==> src/include/spi_flash_cfg.svh <==
`ifndef SPI_FLASH_CFG_SVH
`define SPI_FLASH_CFG_SVH

// field widths
`define SPI_ADDR_W      24      // flash byte address
`define SPI_LEN_W       16      // burst length in words
`define SPI_DATA_W      32      // one data word
`define SPI_CLKDIV_W    8       // sck toggles every clk_div+1 clocks

// command opcodes sent in the header
`define SPI_OP_READ     8'h03
`define SPI_OP_WRITE    8'h02

// entries per word fifo
`define SPI_FIFO_DEPTH  4

`endif

==> src/verilog/spi_flash_pkg.sv <==
`include "spi_flash_cfg.svh"

package spi_flash_pkg;

    ////////////////////
    // spi configuration
    ////////////////////

    typedef struct packed {
        logic cpol;     // sck idle level
        logic cpha;     // set when data launches on the leading edge
    } spi_mode_t;

    // one burst as handed from sequencer to phy
    typedef struct packed {
        logic                      write;   // write burst when set
        logic [`SPI_ADDR_W-1:0]    addr;    // start byte address
        logic [`SPI_LEN_W-1:0]     len;     // words
        spi_mode_t                 mode;
        logic [`SPI_CLKDIV_W-1:0]  clk_div;
    } spi_burst_t;

    ////////////////////
    // fifo payloads
    ////////////////////

    typedef logic [`SPI_DATA_W-1:0] wr_beat_t;

    typedef struct packed {
        logic [`SPI_DATA_W-1:0] data;
        logic                   last;   // final word of the burst
    } rd_beat_t;

    // phy burst states
    typedef enum logic [2:0] {
        PHY_IDLE,
        PHY_HEADER,
        PHY_DATA,
        PHY_PAUSE,
        PHY_DONE
    } phy_state_t;

endpackage

==> src/verilog/spi_burst_if.sv <==
interface spi_burst_if import spi_flash_pkg::*; ();

    logic       req_valid;  // burst offered
    logic       req_ready;  // phy can take it
    spi_burst_t req;
    logic       done;       // one pulse once cs_n is back high

    // command side
    modport seq (
        output req_valid,
        output req,
        input  req_ready,
        input  done
    );

    // pin side
    modport phy (
        input  req_valid,
        input  req,
        output req_ready,
        output done
    );

endinterface

==> src/verilog/spi_burst_seq.sv <==
`include "spi_flash_cfg.svh"

module spi_burst_seq import spi_flash_pkg::*; (
    input  logic                     rst,
    input  logic                     clk,
    input  spi_mode_t                spi_mode,
    input  logic [`SPI_CLKDIV_W-1:0] clk_div,
    input  logic                     cmd_valid,
    output logic                     cmd_ready,
    input  logic                     cmd_write,
    input  logic [`SPI_ADDR_W-1:0]   cmd_addr,
    input  logic [`SPI_LEN_W-1:0]    cmd_len,
    output logic                     burst_done,
    spi_burst_if.seq                 bus
);

    typedef enum logic [1:0] {
        SEQ_IDLE,
        SEQ_ISSUE,
        SEQ_WAIT
    } seq_state_t;

    seq_state_t state;
    spi_burst_t burst_live;  // command plus current config
    spi_burst_t burst_q;     // frozen for the whole burst
    logic       zero_len;

    ////////////////////
    // command capture
    ////////////////////

    always_comb begin
        burst_live.write   = cmd_write;
        burst_live.addr    = cmd_addr;
        burst_live.len     = cmd_len;
        burst_live.mode    = spi_mode;
        burst_live.clk_div = clk_div;
    end

    assign cmd_ready = (state == SEQ_IDLE);
    assign zero_len  = (burst_q.len == '0);

    always_ff @(posedge rst) begin
        if (cmd_valid && cmd_ready) begin
            burst_q <= burst_live;
        end
    end

    // while idle the phy sees live config so sck rests at the right level
    assign bus.req       = (state == SEQ_IDLE) ? burst_live : burst_q;
    assign bus.req_valid = (state == SEQ_ISSUE) && !zero_len;

    ////////////////////
    // control fsm
    ////////////////////

    always_ff @(posedge rst or posedge clk) begin
        if (clk) begin
            state      <= SEQ_IDLE;
            burst_done <= 1'b0;
        end else begin
            burst_done <= 1'b0;
            case (state)
                SEQ_IDLE: begin
                    if (cmd_valid) begin
                        state <= SEQ_ISSUE;
                    end
                end
                SEQ_ISSUE: begin
                    // empty burst never reaches the phy
                    if (zero_len || bus.req_ready) begin
                        state <= SEQ_WAIT;
                    end
                end
                SEQ_WAIT: begin
                    if (zero_len || bus.done) begin
                        burst_done <= 1'b1;
                        state      <= SEQ_IDLE;
                    end
                end
                default: state <= SEQ_IDLE;
            endcase
        end
    end

endmodule

==> src/verilog/spi_flash_ctrl.sv <==
`include "spi_flash_cfg.svh"

module spi_flash_ctrl import spi_flash_pkg::*; (
    input  logic                     rst,
    input  logic                     clk,
    // configuration
    input  spi_mode_t                spi_mode,
    input  logic [`SPI_CLKDIV_W-1:0] clk_div,
    // host command
    input  logic                     cmd_valid,
    output logic                     cmd_ready,
    input  logic                     cmd_write,
    input  logic [`SPI_ADDR_W-1:0]   cmd_addr,
    input  logic [`SPI_LEN_W-1:0]    cmd_len,
    output logic                     burst_done,
    // host write data
    input  logic                     wr_valid,
    output logic                     wr_ready,
    input  logic [`SPI_DATA_W-1:0]   wr_data,
    // host read data
    output logic                     rd_valid,
    input  logic                     rd_ready,
    output logic [`SPI_DATA_W-1:0]   rd_data,
    output logic                     rd_last,
    // spi pins
    output logic                     sck,
    output logic                     cs_n,
    output logic                     mosi,
    input  logic                     miso
);

    wr_beat_t wrq_data;
    logic     wrq_valid;
    logic     wrq_ready;
    rd_beat_t rdq_data;
    logic     rdq_valid;
    logic     rdq_ready;
    rd_beat_t rd_beat;

    assign rd_data = rd_beat.data;
    assign rd_last = rd_beat.last;

    spi_burst_if u_bus ();

    spi_burst_seq u_seq (
        .rst        (rst),
        .clk        (clk),
        .spi_mode   (spi_mode),
        .clk_div    (clk_div),
        .cmd_valid  (cmd_valid),
        .cmd_ready  (cmd_ready),
        .cmd_write  (cmd_write),
        .cmd_addr   (cmd_addr),
        .cmd_len    (cmd_len),
        .burst_done (burst_done),
        .bus        (u_bus.seq)
    );

    spi_phy_io_timers u_phy (
        .rst       (rst),
        .clk       (clk),
        .bus       (u_bus.phy),
        .wrq_valid (wrq_valid),
        .wrq_ready (wrq_ready),
        .wrq_data  (wrq_data),
        .rdq_valid (rdq_valid),
        .rdq_ready (rdq_ready),
        .rdq_data  (rdq_data),
        .sck       (sck),
        .cs_n      (cs_n),
        .mosi      (mosi),
        .miso      (miso)
    );

    // host to phy
    spi_word_fifo #(.payload_t(wr_beat_t)) u_wr_fifo (
        .rst       (rst),
        .clk       (clk),
        .in_valid  (wr_valid),
        .in_ready  (wr_ready),
        .in_data   (wr_data),
        .out_valid (wrq_valid),
        .out_ready (wrq_ready),
        .out_data  (wrq_data)
    );

    // phy to host
    spi_word_fifo #(.payload_t(rd_beat_t)) u_rd_fifo (
        .rst       (rst),
        .clk       (clk),
        .in_valid  (rdq_valid),
        .in_ready  (rdq_ready),
        .in_data   (rdq_data),
        .out_valid (rd_valid),
        .out_ready (rd_ready),
        .out_data  (rd_beat)
    );

endmodule

==> src/verilog/spi_phy_io_timers.sv <==
`include "spi_flash_cfg.svh"

module spi_phy_io_timers import spi_flash_pkg::*; (
    input  logic     rst,
    input  logic     clk,
    spi_burst_if.phy bus,
    input  logic     wrq_valid,
    output logic     wrq_ready,
    input  wr_beat_t wrq_data,
    output logic     rdq_valid,
    input  logic     rdq_ready,
    output rd_beat_t rdq_data,
    output logic     sck,
    output logic     cs_n,
    output logic     mosi,
    input  logic     miso
);

    localparam int DW    = `SPI_DATA_W;
    localparam int BIT_W = $clog2(DW);
    localparam logic [BIT_W-1:0] BIT_LAST = BIT_W'(DW - 1);

    phy_state_t               state;
    spi_burst_t               cfg;        // burst latched at accept
    logic [`SPI_CLKDIV_W-1:0] div_cnt;    // clocks left in this half period
    logic                     phase;      // 1 while sck is away from idle
    logic [BIT_W-1:0]         bit_cnt;
    logic [`SPI_LEN_W-1:0]    word_cnt;   // data words finished
    logic [DW-1:0]            mosi_sr;
    logic [DW-1:0]            miso_sr;
    logic [DW-1:0]            header;
    logic [DW-1:0]            word_in;
    logic                     rd_hold;    // completed read word not yet in fifo
    rd_beat_t                 rd_beat_q;
    logic                     done_q;

    logic tick;
    logic run;
    logic lead;
    logic trail;
    logic launch;
    logic sample;
    logic word_end;
    logic more_words;
    logic rd_word_done;
    logic stall;
    logic start_word;

    ////////////////////
    // edge decode
    ////////////////////

    assign tick   = (div_cnt == '0);
    assign run    = (state == PHY_HEADER) || (state == PHY_DATA);
    assign lead   = run && tick && !phase;
    assign trail  = run && tick && phase;
    assign launch = cfg.mode.cpha ? lead : trail;
    assign sample = cfg.mode.cpha ? trail : lead;

    assign word_end   = trail && (bit_cnt == BIT_LAST);
    assign more_words = (state == PHY_HEADER) ? (cfg.len != '0)
                                              : (word_cnt != cfg.len - 1'b1);

    assign rd_word_done = (state == PHY_DATA) && !cfg.write && sample
                          && (bit_cnt == BIT_LAST);

    // word boundary back-pressure
    always_comb begin
        if (cfg.write) begin
            stall = !wrq_valid;
        end else begin
            stall = (rd_hold || rd_word_done) && !rdq_ready;
        end
    end

    assign start_word = ((word_end && more_words) || (state == PHY_PAUSE)) && !stall;
    assign wrq_ready  = start_word && cfg.write;

    assign header  = {bus.req.write ? `SPI_OP_WRITE : `SPI_OP_READ, bus.req.addr};
    assign word_in = cfg.write ? wrq_data : '0;   // read words shift out zeros

    // idle level follows the offered config until a burst is taken
    assign sck = phase ^ ((state == PHY_IDLE) ? bus.req.mode.cpol : cfg.mode.cpol);

    assign bus.req_ready = (state == PHY_IDLE);
    assign bus.done      = done_q;
    assign rdq_valid     = rd_hold;
    assign rdq_data      = rd_beat_q;

    ////////////////////
    // burst fsm
    ////////////////////

    always_ff @(posedge rst or posedge clk) begin
        if (clk) begin
            state    <= PHY_IDLE;
            cs_n     <= 1'b1;
            mosi     <= 1'b0;
            phase    <= 1'b0;
            div_cnt  <= '0;
            bit_cnt  <= '0;
            word_cnt <= '0;
            rd_hold  <= 1'b0;
            done_q   <= 1'b0;
        end else begin
            done_q <= 1'b0;

            case (state)
                PHY_IDLE: begin
                    if (bus.req_valid) begin
                        cs_n     <= 1'b0;
                        div_cnt  <= bus.req.clk_div;
                        phase    <= 1'b0;
                        bit_cnt  <= '0;
                        word_cnt <= '0;
                        state    <= PHY_HEADER;
                        if (!bus.req.mode.cpha) begin
                            mosi <= header[DW-1];   // first bit ahead of first edge
                        end
                    end
                end

                PHY_HEADER, PHY_DATA: begin
                    if (tick) begin
                        div_cnt <= cfg.clk_div;
                        phase   <= ~phase;
                    end else begin
                        div_cnt <= div_cnt - 1'b1;
                    end
                    if (launch && !word_end) begin
                        mosi <= mosi_sr[DW-1];
                    end
                    if (trail) begin
                        bit_cnt <= bit_cnt + 1'b1;   // wraps at the word end
                    end
                    if (word_end) begin
                        if (state == PHY_DATA) begin
                            word_cnt <= word_cnt + 1'b1;
                        end
                        if (!more_words) begin
                            state <= PHY_DONE;
                        end else if (stall) begin
                            state <= PHY_PAUSE;      // sck parked at idle, cs_n held
                        end
                    end
                end

                PHY_DONE: begin
                    if (cs_n) begin
                        done_q <= 1'b1;
                        mosi   <= 1'b0;
                        state  <= PHY_IDLE;
                    end else if (tick) begin
                        cs_n <= 1'b1;               // half period after last edge
                    end else begin
                        div_cnt <= div_cnt - 1'b1;
                    end
                end

                default: ;   // pause waits for start_word below
            endcase

            // next data word, straight after the boundary or out of pause
            if (start_word) begin
                state   <= PHY_DATA;
                div_cnt <= cfg.clk_div;
                if (!cfg.mode.cpha) begin
                    mosi <= word_in[DW-1];
                end
            end

            if (rd_hold && rdq_ready) begin
                rd_hold <= 1'b0;
            end
            if (rd_word_done) begin
                rd_hold <= 1'b1;
            end
        end
    end

    ////////////////////
    // shift registers
    ////////////////////

    always_ff @(posedge rst) begin
        if (state == PHY_IDLE && bus.req_valid) begin
            cfg     <= bus.req;
            mosi_sr <= bus.req.mode.cpha ? header : {header[DW-2:0], 1'b0};
        end else if (start_word) begin
            mosi_sr <= cfg.mode.cpha ? word_in : {word_in[DW-2:0], 1'b0};
        end else if (launch && !word_end) begin
            mosi_sr <= {mosi_sr[DW-2:0], 1'b0};
        end

        if (state == PHY_DATA && sample) begin
            miso_sr <= {miso_sr[DW-2:0], miso};
        end

        if (rd_word_done) begin
            rd_beat_q.data <= {miso_sr[DW-2:0], miso};
            rd_beat_q.last <= !more_words;
        end
    end

endmodule

==> src/verilog/spi_word_fifo.sv <==
`include "spi_flash_cfg.svh"

module spi_word_fifo #(
    parameter type payload_t = logic [`SPI_DATA_W-1:0]
) (
    input  logic     rst,
    input  logic     clk,
    input  logic     in_valid,
    output logic     in_ready,
    input  payload_t in_data,
    output logic     out_valid,
    input  logic     out_ready,
    output payload_t out_data
);

    localparam int DEPTH = `SPI_FIFO_DEPTH;
    localparam int PTR_W = $clog2(DEPTH);
    localparam logic [PTR_W:0]   FULL_CNT = (PTR_W + 1)'(DEPTH);
    localparam logic [PTR_W-1:0] LAST_PTR = PTR_W'(DEPTH - 1);

    payload_t         mem [DEPTH];
    logic [PTR_W-1:0] wr_ptr;
    logic [PTR_W-1:0] rd_ptr;
    logic [PTR_W:0]   count;   // entries held
    logic             push;
    logic             pop;

    assign in_ready  = (count != FULL_CNT);
    assign out_valid = (count != '0);
    assign out_data  = mem[rd_ptr];

    assign push = in_valid && in_ready;
    assign pop  = out_valid && out_ready;

    always_ff @(posedge rst or posedge clk) begin
        if (clk) begin
            wr_ptr <= '0;
            rd_ptr <= '0;
            count  <= '0;
        end else begin
            if (push) begin
                wr_ptr <= (wr_ptr == LAST_PTR) ? '0 : wr_ptr + 1'b1;
            end
            if (pop) begin
                rd_ptr <= (rd_ptr == LAST_PTR) ? '0 : rd_ptr + 1'b1;
            end
            case ({push, pop})
                2'b10:   count <= count + 1'b1;
                2'b01:   count <= count - 1'b1;
                default: count <= count;   // idle or push and pop together
            endcase
        end
    end

    // storage
    always_ff @(posedge rst) begin
        if (push) begin
            mem[wr_ptr] <= in_data;
        end
    end

endmodule
==> config.mk <==
export PLATFORM = sky130hd
export DESIGN_NAME = spi_flash_ctrl
export DESIGN_NICKNAME = d
export VERILOG_FILES = /design/src/verilog/spi_flash_pkg.sv /design/src/verilog/spi_burst_if.sv /design/src/verilog/spi_burst_seq.sv /design/src/verilog/spi_flash_ctrl.sv /design/src/verilog/spi_phy_io_timers.sv /design/src/verilog/spi_word_fifo.sv
export VERILOG_INCLUDE_DIRS = /design/src /design/src/include
export SDC_FILE = /design/constraint.sdc
export NUM_CORES = 1
export LEC_CHECK = 0
export BUFFER_PORTS_ARGS = -buffer_cell sky130_fd_sc_hd__buf_2
export CAP_MARGIN = 10
export CORE_UTILIZATION = 40
export DETAILED_ROUTE_END_ITERATION = 16
export SYNTH_ARGS = -nofsm -noshare
export SYNTH_HDL_FRONTEND = slang
export SYNTH_SLANG_ARGS = --single-unit
==> constraint.sdc <==
create_clock -name rst -period 5 [get_ports rst]
set_clock_uncertainty 0.15 [all_clocks]
set_input_delay 0 -clock rst [delete_from_list [all_inputs] [get_ports rst]]
set_output_delay 0 -clock rst [all_outputs]
set_load 0.03 [all_outputs]
[Word level (Yosys, flattened, before mapping)]
Memory sizes are Yosys's and may differ from the RTL's.
Index checks and enable logic that the tools add are counted.
Operators by class
  muxes and demuxes: 66
  add/sub/neg operators: 12
  reduce and logical (&&, ||, !) cells: 55
  equality and inequality tests: 32
  bitwise gates (word level): 2
Operator list (count)
  32-bit 2-to-1 mux: 6
  51-bit 2-to-1 mux: 1
  16-bit 2-to-1 mux: 3
  8-bit 2-to-1 mux: 5
  16-bit case mux with 2 select lines: 1
  1-bit 2-to-1 mux: 26
  8-bit case mux with 3 select lines: 1
  1-bit logical AND: 20
  3-bit 2-to-1 mux: 6
  16-bit by 1-bit adder with 16-bit output (second input constant): 1
  16-bit zero test: 1
  16-bit inequality test: 1
  16-bit nonzero test: 1
  16-bit by 1-bit subtractor with 16-bit output (second input constant): 1
  2-bit equality test (second input constant): 7
  2-bit 2-to-1 mux: 7
  2-bit by 1-bit inequality test with 1-bit output (second input constant): 6
  3-bit inequality test (second input constant): 4
  3-bit case mux with 2 select lines: 2
  5-bit 2-to-1 mux: 2
  5-bit case mux with 2 select lines: 1
  2-bit nonzero test: 5
  3-bit by 1-bit inequality test with 1-bit output (second input constant): 3
  3-bit case mux with 3 select lines: 1
  other kinds (29): 55
Storage, ports and cells
  register bits: 228
  bits in writable memories: 260
  memories: 2
  output and inout port bits: 40
Memory list
  u_rd_fifo.mem: depth 4, bits a word 33, rd ports 1, clocked after Yosys merged registers in 0, write ports 1, RTL line spi_word_fifo.sv:21  | payload_t mem [DEPTH];
  u_wr_fifo.mem: depth 4, bits a word 32, rd ports 1, clocked after Yosys merged registers in 0, write ports 1, RTL line spi_word_fifo.sv:21

[Longest topological paths before layout]
  depth after elaboration: 16
  depth in mapped cells: 15
  mapped depth without buffers: 15

[Modules after synthesis]
A second synthesis with hierarchy kept.
Second synthesis, totals
  cell total of the unflattened synthesis: 1206
  area total of the unflattened synthesis: 20698.6 um^2
By module, submodules not included
  spi_phy_io_timers: area each 8042.7 um^2, instances 1, cells an instance 657
  spi_word_fifo at u_rd_fifo: area each 5213.8 um^2, instances 1, cells an instance 214
  spi_word_fifo at u_wr_fifo: area each 5072.4 um^2, instances 1, cells an instance 209
  spi_burst_seq: area each 2369.8 um^2, instances 1, cells an instance 126

[Worst setup path before layout]
OpenSTA, ideal clock, no wires.
  path kind: reg2reg
  start: register u_phy.cfg[10] (netlist bit)
  end: register u_phy.mosi_sr[0] (enable)
  path buffers: 0
  data required time: 4460 ps
  path slack: 873 ps
  data arrival time: 3588 ps
  stages on the path, launching flop included: 11
  cells stage by stage: edfxtp_1 inv_1 ha_1 or4b_1 nor3_1 xor2_1 a221o_1 nor4b_1 or3_1 a21oi_2 or3_1
On the way
  cells in the longest elaborated chain, start to end: 7
  elaborated cells on any way between the ends: 8
  those cells by class: add/sub: 1; eq/ne: 1; mux: 1; reduce/logical: 5
RTL lines
  start: declaration: RTL line spi_phy_io_timers.sv:24  | spi_burst_t cfg;
  start signal: assignment: RTL line spi_phy_io_timers.sv:187  | cfg <= bus.req;
  16-bit by 1-bit subtractor with 16-bit output: RTL line spi_phy_io_timers.sv:62  | : (word_cnt != cfg.len - 1'b1);
  16-bit inequality test: RTL line spi_phy_io_timers.sv:62
  1-bit 2-to-1 mux (*): RTL line spi_phy_io_timers.sv:61  | assign more_words = (state == PHY_HEADER) ? (cfg.len != '0)
  1-bit logical AND (*): RTL line spi_phy_io_timers.sv:76  | assign start_word = ((word_end && more_words) || (state == PHY_PAUSE)) && !stall;
  1-bit logical OR (*): RTL line spi_phy_io_timers.sv:76
  1-bit logical AND (*): RTL line spi_phy_io_timers.sv:76
  3-bit nonzero test (no source line) (*)
  end signal: assignment: RTL line spi_phy_io_timers.sv:188  | mosi_sr <= bus.req.mode.cpha ? header : {header[DW-2:0], 1'b0};
  end signal: assignment: RTL line spi_phy_io_timers.sv:190  | mosi_sr <= cfg.mode.cpha ? word_in : {word_in[DW-2:0], 1'b0};
  end signal: assignment: RTL line spi_phy_io_timers.sv:192  | mosi_sr <= {mosi_sr[DW-2:0], 1'b0};
  end: declaration: RTL line spi_phy_io_timers.sv:29  | logic [DW-1:0] mosi_sr;
Mark *: on every way between the ends. The rest lies on a longest branch, timed or not.
A chain may end at the register's enable or synchronous reset.

[Worst setup path after layout]
  start: register u_phy.cfg[10] (netlist bit)
  end: register u_phy.mosi_sr[16] (enable)
The elaborated chain is that of the path after synthesis.

==> metrics.log <==
[metrics] worst-case vdd ir drop: 317.6 uV
[metrics] post-route clock period utilization: 91.96%
[metrics] startpoint class of the critical path: flip-flop
[metrics] launch point of the worst hold path: clk_div[0]
[metrics] startpoint of the worst-slack reg-to-reg timing path: u_phy.cfg[10]
[metrics] Pleak: 8.831 nW
[metrics] I/O pin total: 129
[metrics] clock tree from TritonCTS: done
[metrics] post-CTS setup buffer count: 0
[metrics] area enclosed by the die boundary: 0.05355 mm^2
[metrics] share of cells above drive strength 1: a little under a quarter
[metrics] residual DRC count: 0
[metrics] combined flip-flop and latch cell area: 0.01439 mm^2
[metrics] Port Buffer Count: 128
[metrics] global-route wire length before repair: roughly 72 mm
[metrics] clk slew on worst S/H paths: 0.06 ns
[metrics] WL final: 45.08 mm
[metrics] sequential fraction of the synthesis area: 68.33%
[metrics] pin slew with the least headroom to its limit: 1.030 ns
[metrics] Yosys warnings: 0
[metrics] reg-to-reg setup timing slack: 0.40 ns
[metrics] drt first-iter violations: 787
[metrics] DR WL/cell: between 15 and 20 um
[metrics] type of the worst min-delay path: input pin to flip-flop
[metrics] FILL cells: between 4000 and 5000
[metrics] largest net degree at the start of global routing: 68
[metrics] share of synthesized registers carrying an async set or reset: 11.07%
[metrics] dpl cell area: 0.02246 mm^2
[metrics] Yosys reg bits: 488
[metrics] clk root buf: clkbuf_16
[metrics] CTS H-tree lvls: 2
[metrics] number of different library cells in the post-synthesis netlist: 74
[metrics] critical path endpoint category: flip-flop
[metrics] number of antenna-violating nets in the routed design: 0
[metrics] CP arrival: 4.68 ns
[metrics] Placeable Area: just over 0.05 mm^2
[metrics] summed area of non-filler cells in the final layout: 0.02557 mm^2
[metrics] required time of the critical path: 5.08 ns
[metrics] worst min-delay path endpoint: u_seq.burst_q[0]
[metrics] multi-input logic area: 0.006248 mm^2
[metrics] cell taking the most area after synthesis: edfxtp_1
[metrics] count of endpoints failing hold in the final timing report: 0
[metrics] headroom to the max-slew limit: 31.32%
[metrics] weighted congestion at the end of routability-driven global placement: 0.8562
[metrics] critical path class: flip-flop to flip-flop
[metrics] worst-path maximum fanout: 32
[metrics] number of iterations in the first detailed-routing pass: 5
[metrics] Total Negative Setup Slacks: 0 ns
[metrics] synthesized netlist cell count: approximately 1400
[metrics] number of synthesized flops with an enable pin: 434
[metrics] number of endpoints failing setup at the final stage: 0
[metrics] DIE WIDTH: 231.4 um
[metrics] global-route usage over all layers: 17.25%
[metrics] total number of vias: 12439
[metrics] Mapped Nets: 1462
[metrics] deepest clock path buffer count: 3
[metrics] Num CTS Buffers: 49
[metrics] summed instance area of the synthesized netlist: 0.02105 mm^2
[metrics] number of max-cap violations: 0
[metrics] initial antenna violation count: 5
[metrics] total half-perimeter wirelength after legalization and detailed placement: 28.18 mm
[metrics] worst-skew pair later-pin latency: 0.60 ns
[metrics] unrepaired setup endpoints after global routing: no
[metrics] outcome: finished clean
[metrics] standard-cell rows: between 80 and 90
[metrics] starting density of the core: 40.79%
[metrics] number of sinks handled by clock tree synthesis: 488
[metrics] vias in the first global route: around 13000
[metrics] cell area power density: 386.4 mW/mm^2
[metrics] net count of the finished layout: 1740
[metrics] Die H: about 230 um
[metrics] time the worst path needs with I/O delays and setup: 4.598 ns
[metrics] sum of overflow across all layers after global routing: 0
[metrics] layout-stage area growth over the synthesis result: 21.47%
[metrics] f_max: 0.2175 GHz
[metrics] Post-Syn Area per Cell: 15.56 um^2
[metrics] top_reg_cell synth: edfxtp_1
[metrics] Min-Delay Path Depth: 2
[metrics] average via count per standard cell: 5.284
[metrics] R2R Path End: u_phy.mosi_sr[16]
[metrics] Yosys top cell area share: 61.90%
[metrics] largest cells by area after synthesis: edfxtp_1 62%, mux4_2 7.0%, dfrtp_1 6.3%, mux2_2 1.8%, mux2i_1 1.6%
[metrics] Worst Reg2Reg Path Length in Cells: 13
[metrics] Max Transition Viols Final: 0
==> Yosys cell counts (14+ instances only) <==
cell and count:
a21oi_1 67, dfrtp_1 53, clkbuf_1 52, or3_1 16, nand2_1 75, nor2b_1 27
ha_1 18, nor3_1 38, o31ai_1 29, a211oi_1 33, nor2_1 62, mux4_2 65
o21ai_0 22, mux2_2 34, inv_1 31, edfxtp_1 434, xnor2_1 22, mux2i_1 34
xor2_1 14, nand3_1 29, o211ai_1 15
==> how the worst max path moves through the flow <==
stage / startpoint / endpoint / slack (ns) / cells past startpoint
floorplan: u_phy.cfg[10] / u_phy.mosi_sr[0] / 0.87 / 10
global placement: u_phy.cfg[10] / u_phy.mosi_sr[13] / 0.46 / 13
detailed placement: u_phy.cfg[10] / u_wr_fifo.count[2] / 0.39 / 16
CTS: u_phy.cfg[10] / u_wr_fifo.count[2] / 0.36 / 16
global route: u_phy.cfg[10] / u_wr_fifo.count[2] / 0.04 / 16
finish: u_phy.cfg[10] / u_phy.mosi_sr[16] / 0.40 / 13
==> report_power, final <==
group	switching (mW)	leakage [nW]	internal [mW]
registers	0.151	4.60	4.67
logic	0.792	3.45	0.591
clock network	1.58	0.780	2.10
total	2.52	8.83	7.36
==> critical path, cell delays in order, from the launching register on <==
cell      delay [ns]
edfxtp_1        0.46
inv_1           0.11
ha_1            0.30
or4b_1          0.53
nor3_1          0.26
xor2_1          0.10
a221o_1         0.37
nor4b_1         0.18
buf_4           0.16
or3_1           0.38
buf_4           0.25
a21oi_2         0.40
or3_1           0.17
buf_4           0.37
==> layout by cell type, fill, tap and decap left out, types with 38 or more instances in the layout <==
cell,instances
a21oi_1,67
dfrtp_1,49
nor3_1,38
nor2_1,60
mux4_2,65
buf_2,128
clkbuf_16,49
dlygate4sd3_1,146
nand2_1,75
edfxtp_1,434
==> sequential cells by signal, indices dropped and copies added (netlist names), 2 cells and up <==
register and count:
u_phy.word_cnt 16, u_seq.burst_q 51, u_phy.state 3, u_seq.state 2
u_phy.cfg 27, u_rd_fifo.count 3, u_phy.div_cnt 8, u_rd_fifo.rd_ptr 2
u_phy.mosi_sr 32, u_rd_fifo.mem 132, u_wr_fifo.mem 128, u_wr_fifo.count 3
u_wr_fifo.rd_ptr 2, u_phy.miso_sr 31, u_phy.bit_cnt 5, u_phy.rdq_data 33
u_rd_fifo.wr_ptr 2, u_wr_fifo.wr_ptr 2
==> what timing repair did <==
item                       in CTS  in global routing
setup endpoints to repair       0                 14
hold endpoints to repair      303                  0
gates resized for setup         0                  1
hold buffers                  146                  0
==> cells by family (layout without fill, tap and decap cells) <==
kind of cell,count (synthesis),count (layout),synth area share (%)
DFF,488,488,68.33
muxes,139,139,10.82
AOI/OAI and AO/OA,231,231,7.613
other,0,4,0
adders and majority gates,20,20,1.260
xor gates and xnor gates,36,36,1.498
and+or+nand+nor,331,331,8.410
buffers and inverters,108,425,2.074
==> routing by layer <==
layer  GRT usage [%]  up-vias  share of wire (%)  routed length, um
met5               0        -              0.018                  8
met3           3.371       69                4.5               2010
li1                -     5899                  -                  -
met1           22.40     6218                 43              19510
met4           4.822        2                2.3               1026
met2           29.33      251                 50              22520
==> per-stage QoR <==
stage | hold slack, ns | total power, mW | setup slack (ns) | cells | util (%)
2_1_floorplan | -0.05113 | 5.807 | 0.8725 | 1353 | -
3_3_place_gp | 0.04135 | 6.215 | 0.4634 | 2114 | 43.52
3_5_place_dp | 0.04127 | 6.243 | 0.3898 | 2114 | 43.52
4_1_cts | 0.0004761 | 10.02 | 0.3618 | 2350 | 49.51
5_1_grt | 0.008401 | 10.27 | 0.04123 | 2351 | 49.53
6_report | 0.01082 | 9.880 | 0.4021 | 2354 | 49.55
==> cell type report <==
type,count,share of cell area (%)
flip-flops and latches,488,56.27
multi-input cells,757,24.43
repair buffers,303,9.071
clock buffers,55,4.922
well taps,680,3.327
clock inverters,35,1.463
inverters,32,0.4697
diodes,4,0.03914
Power figures use the tool's default switching activity.
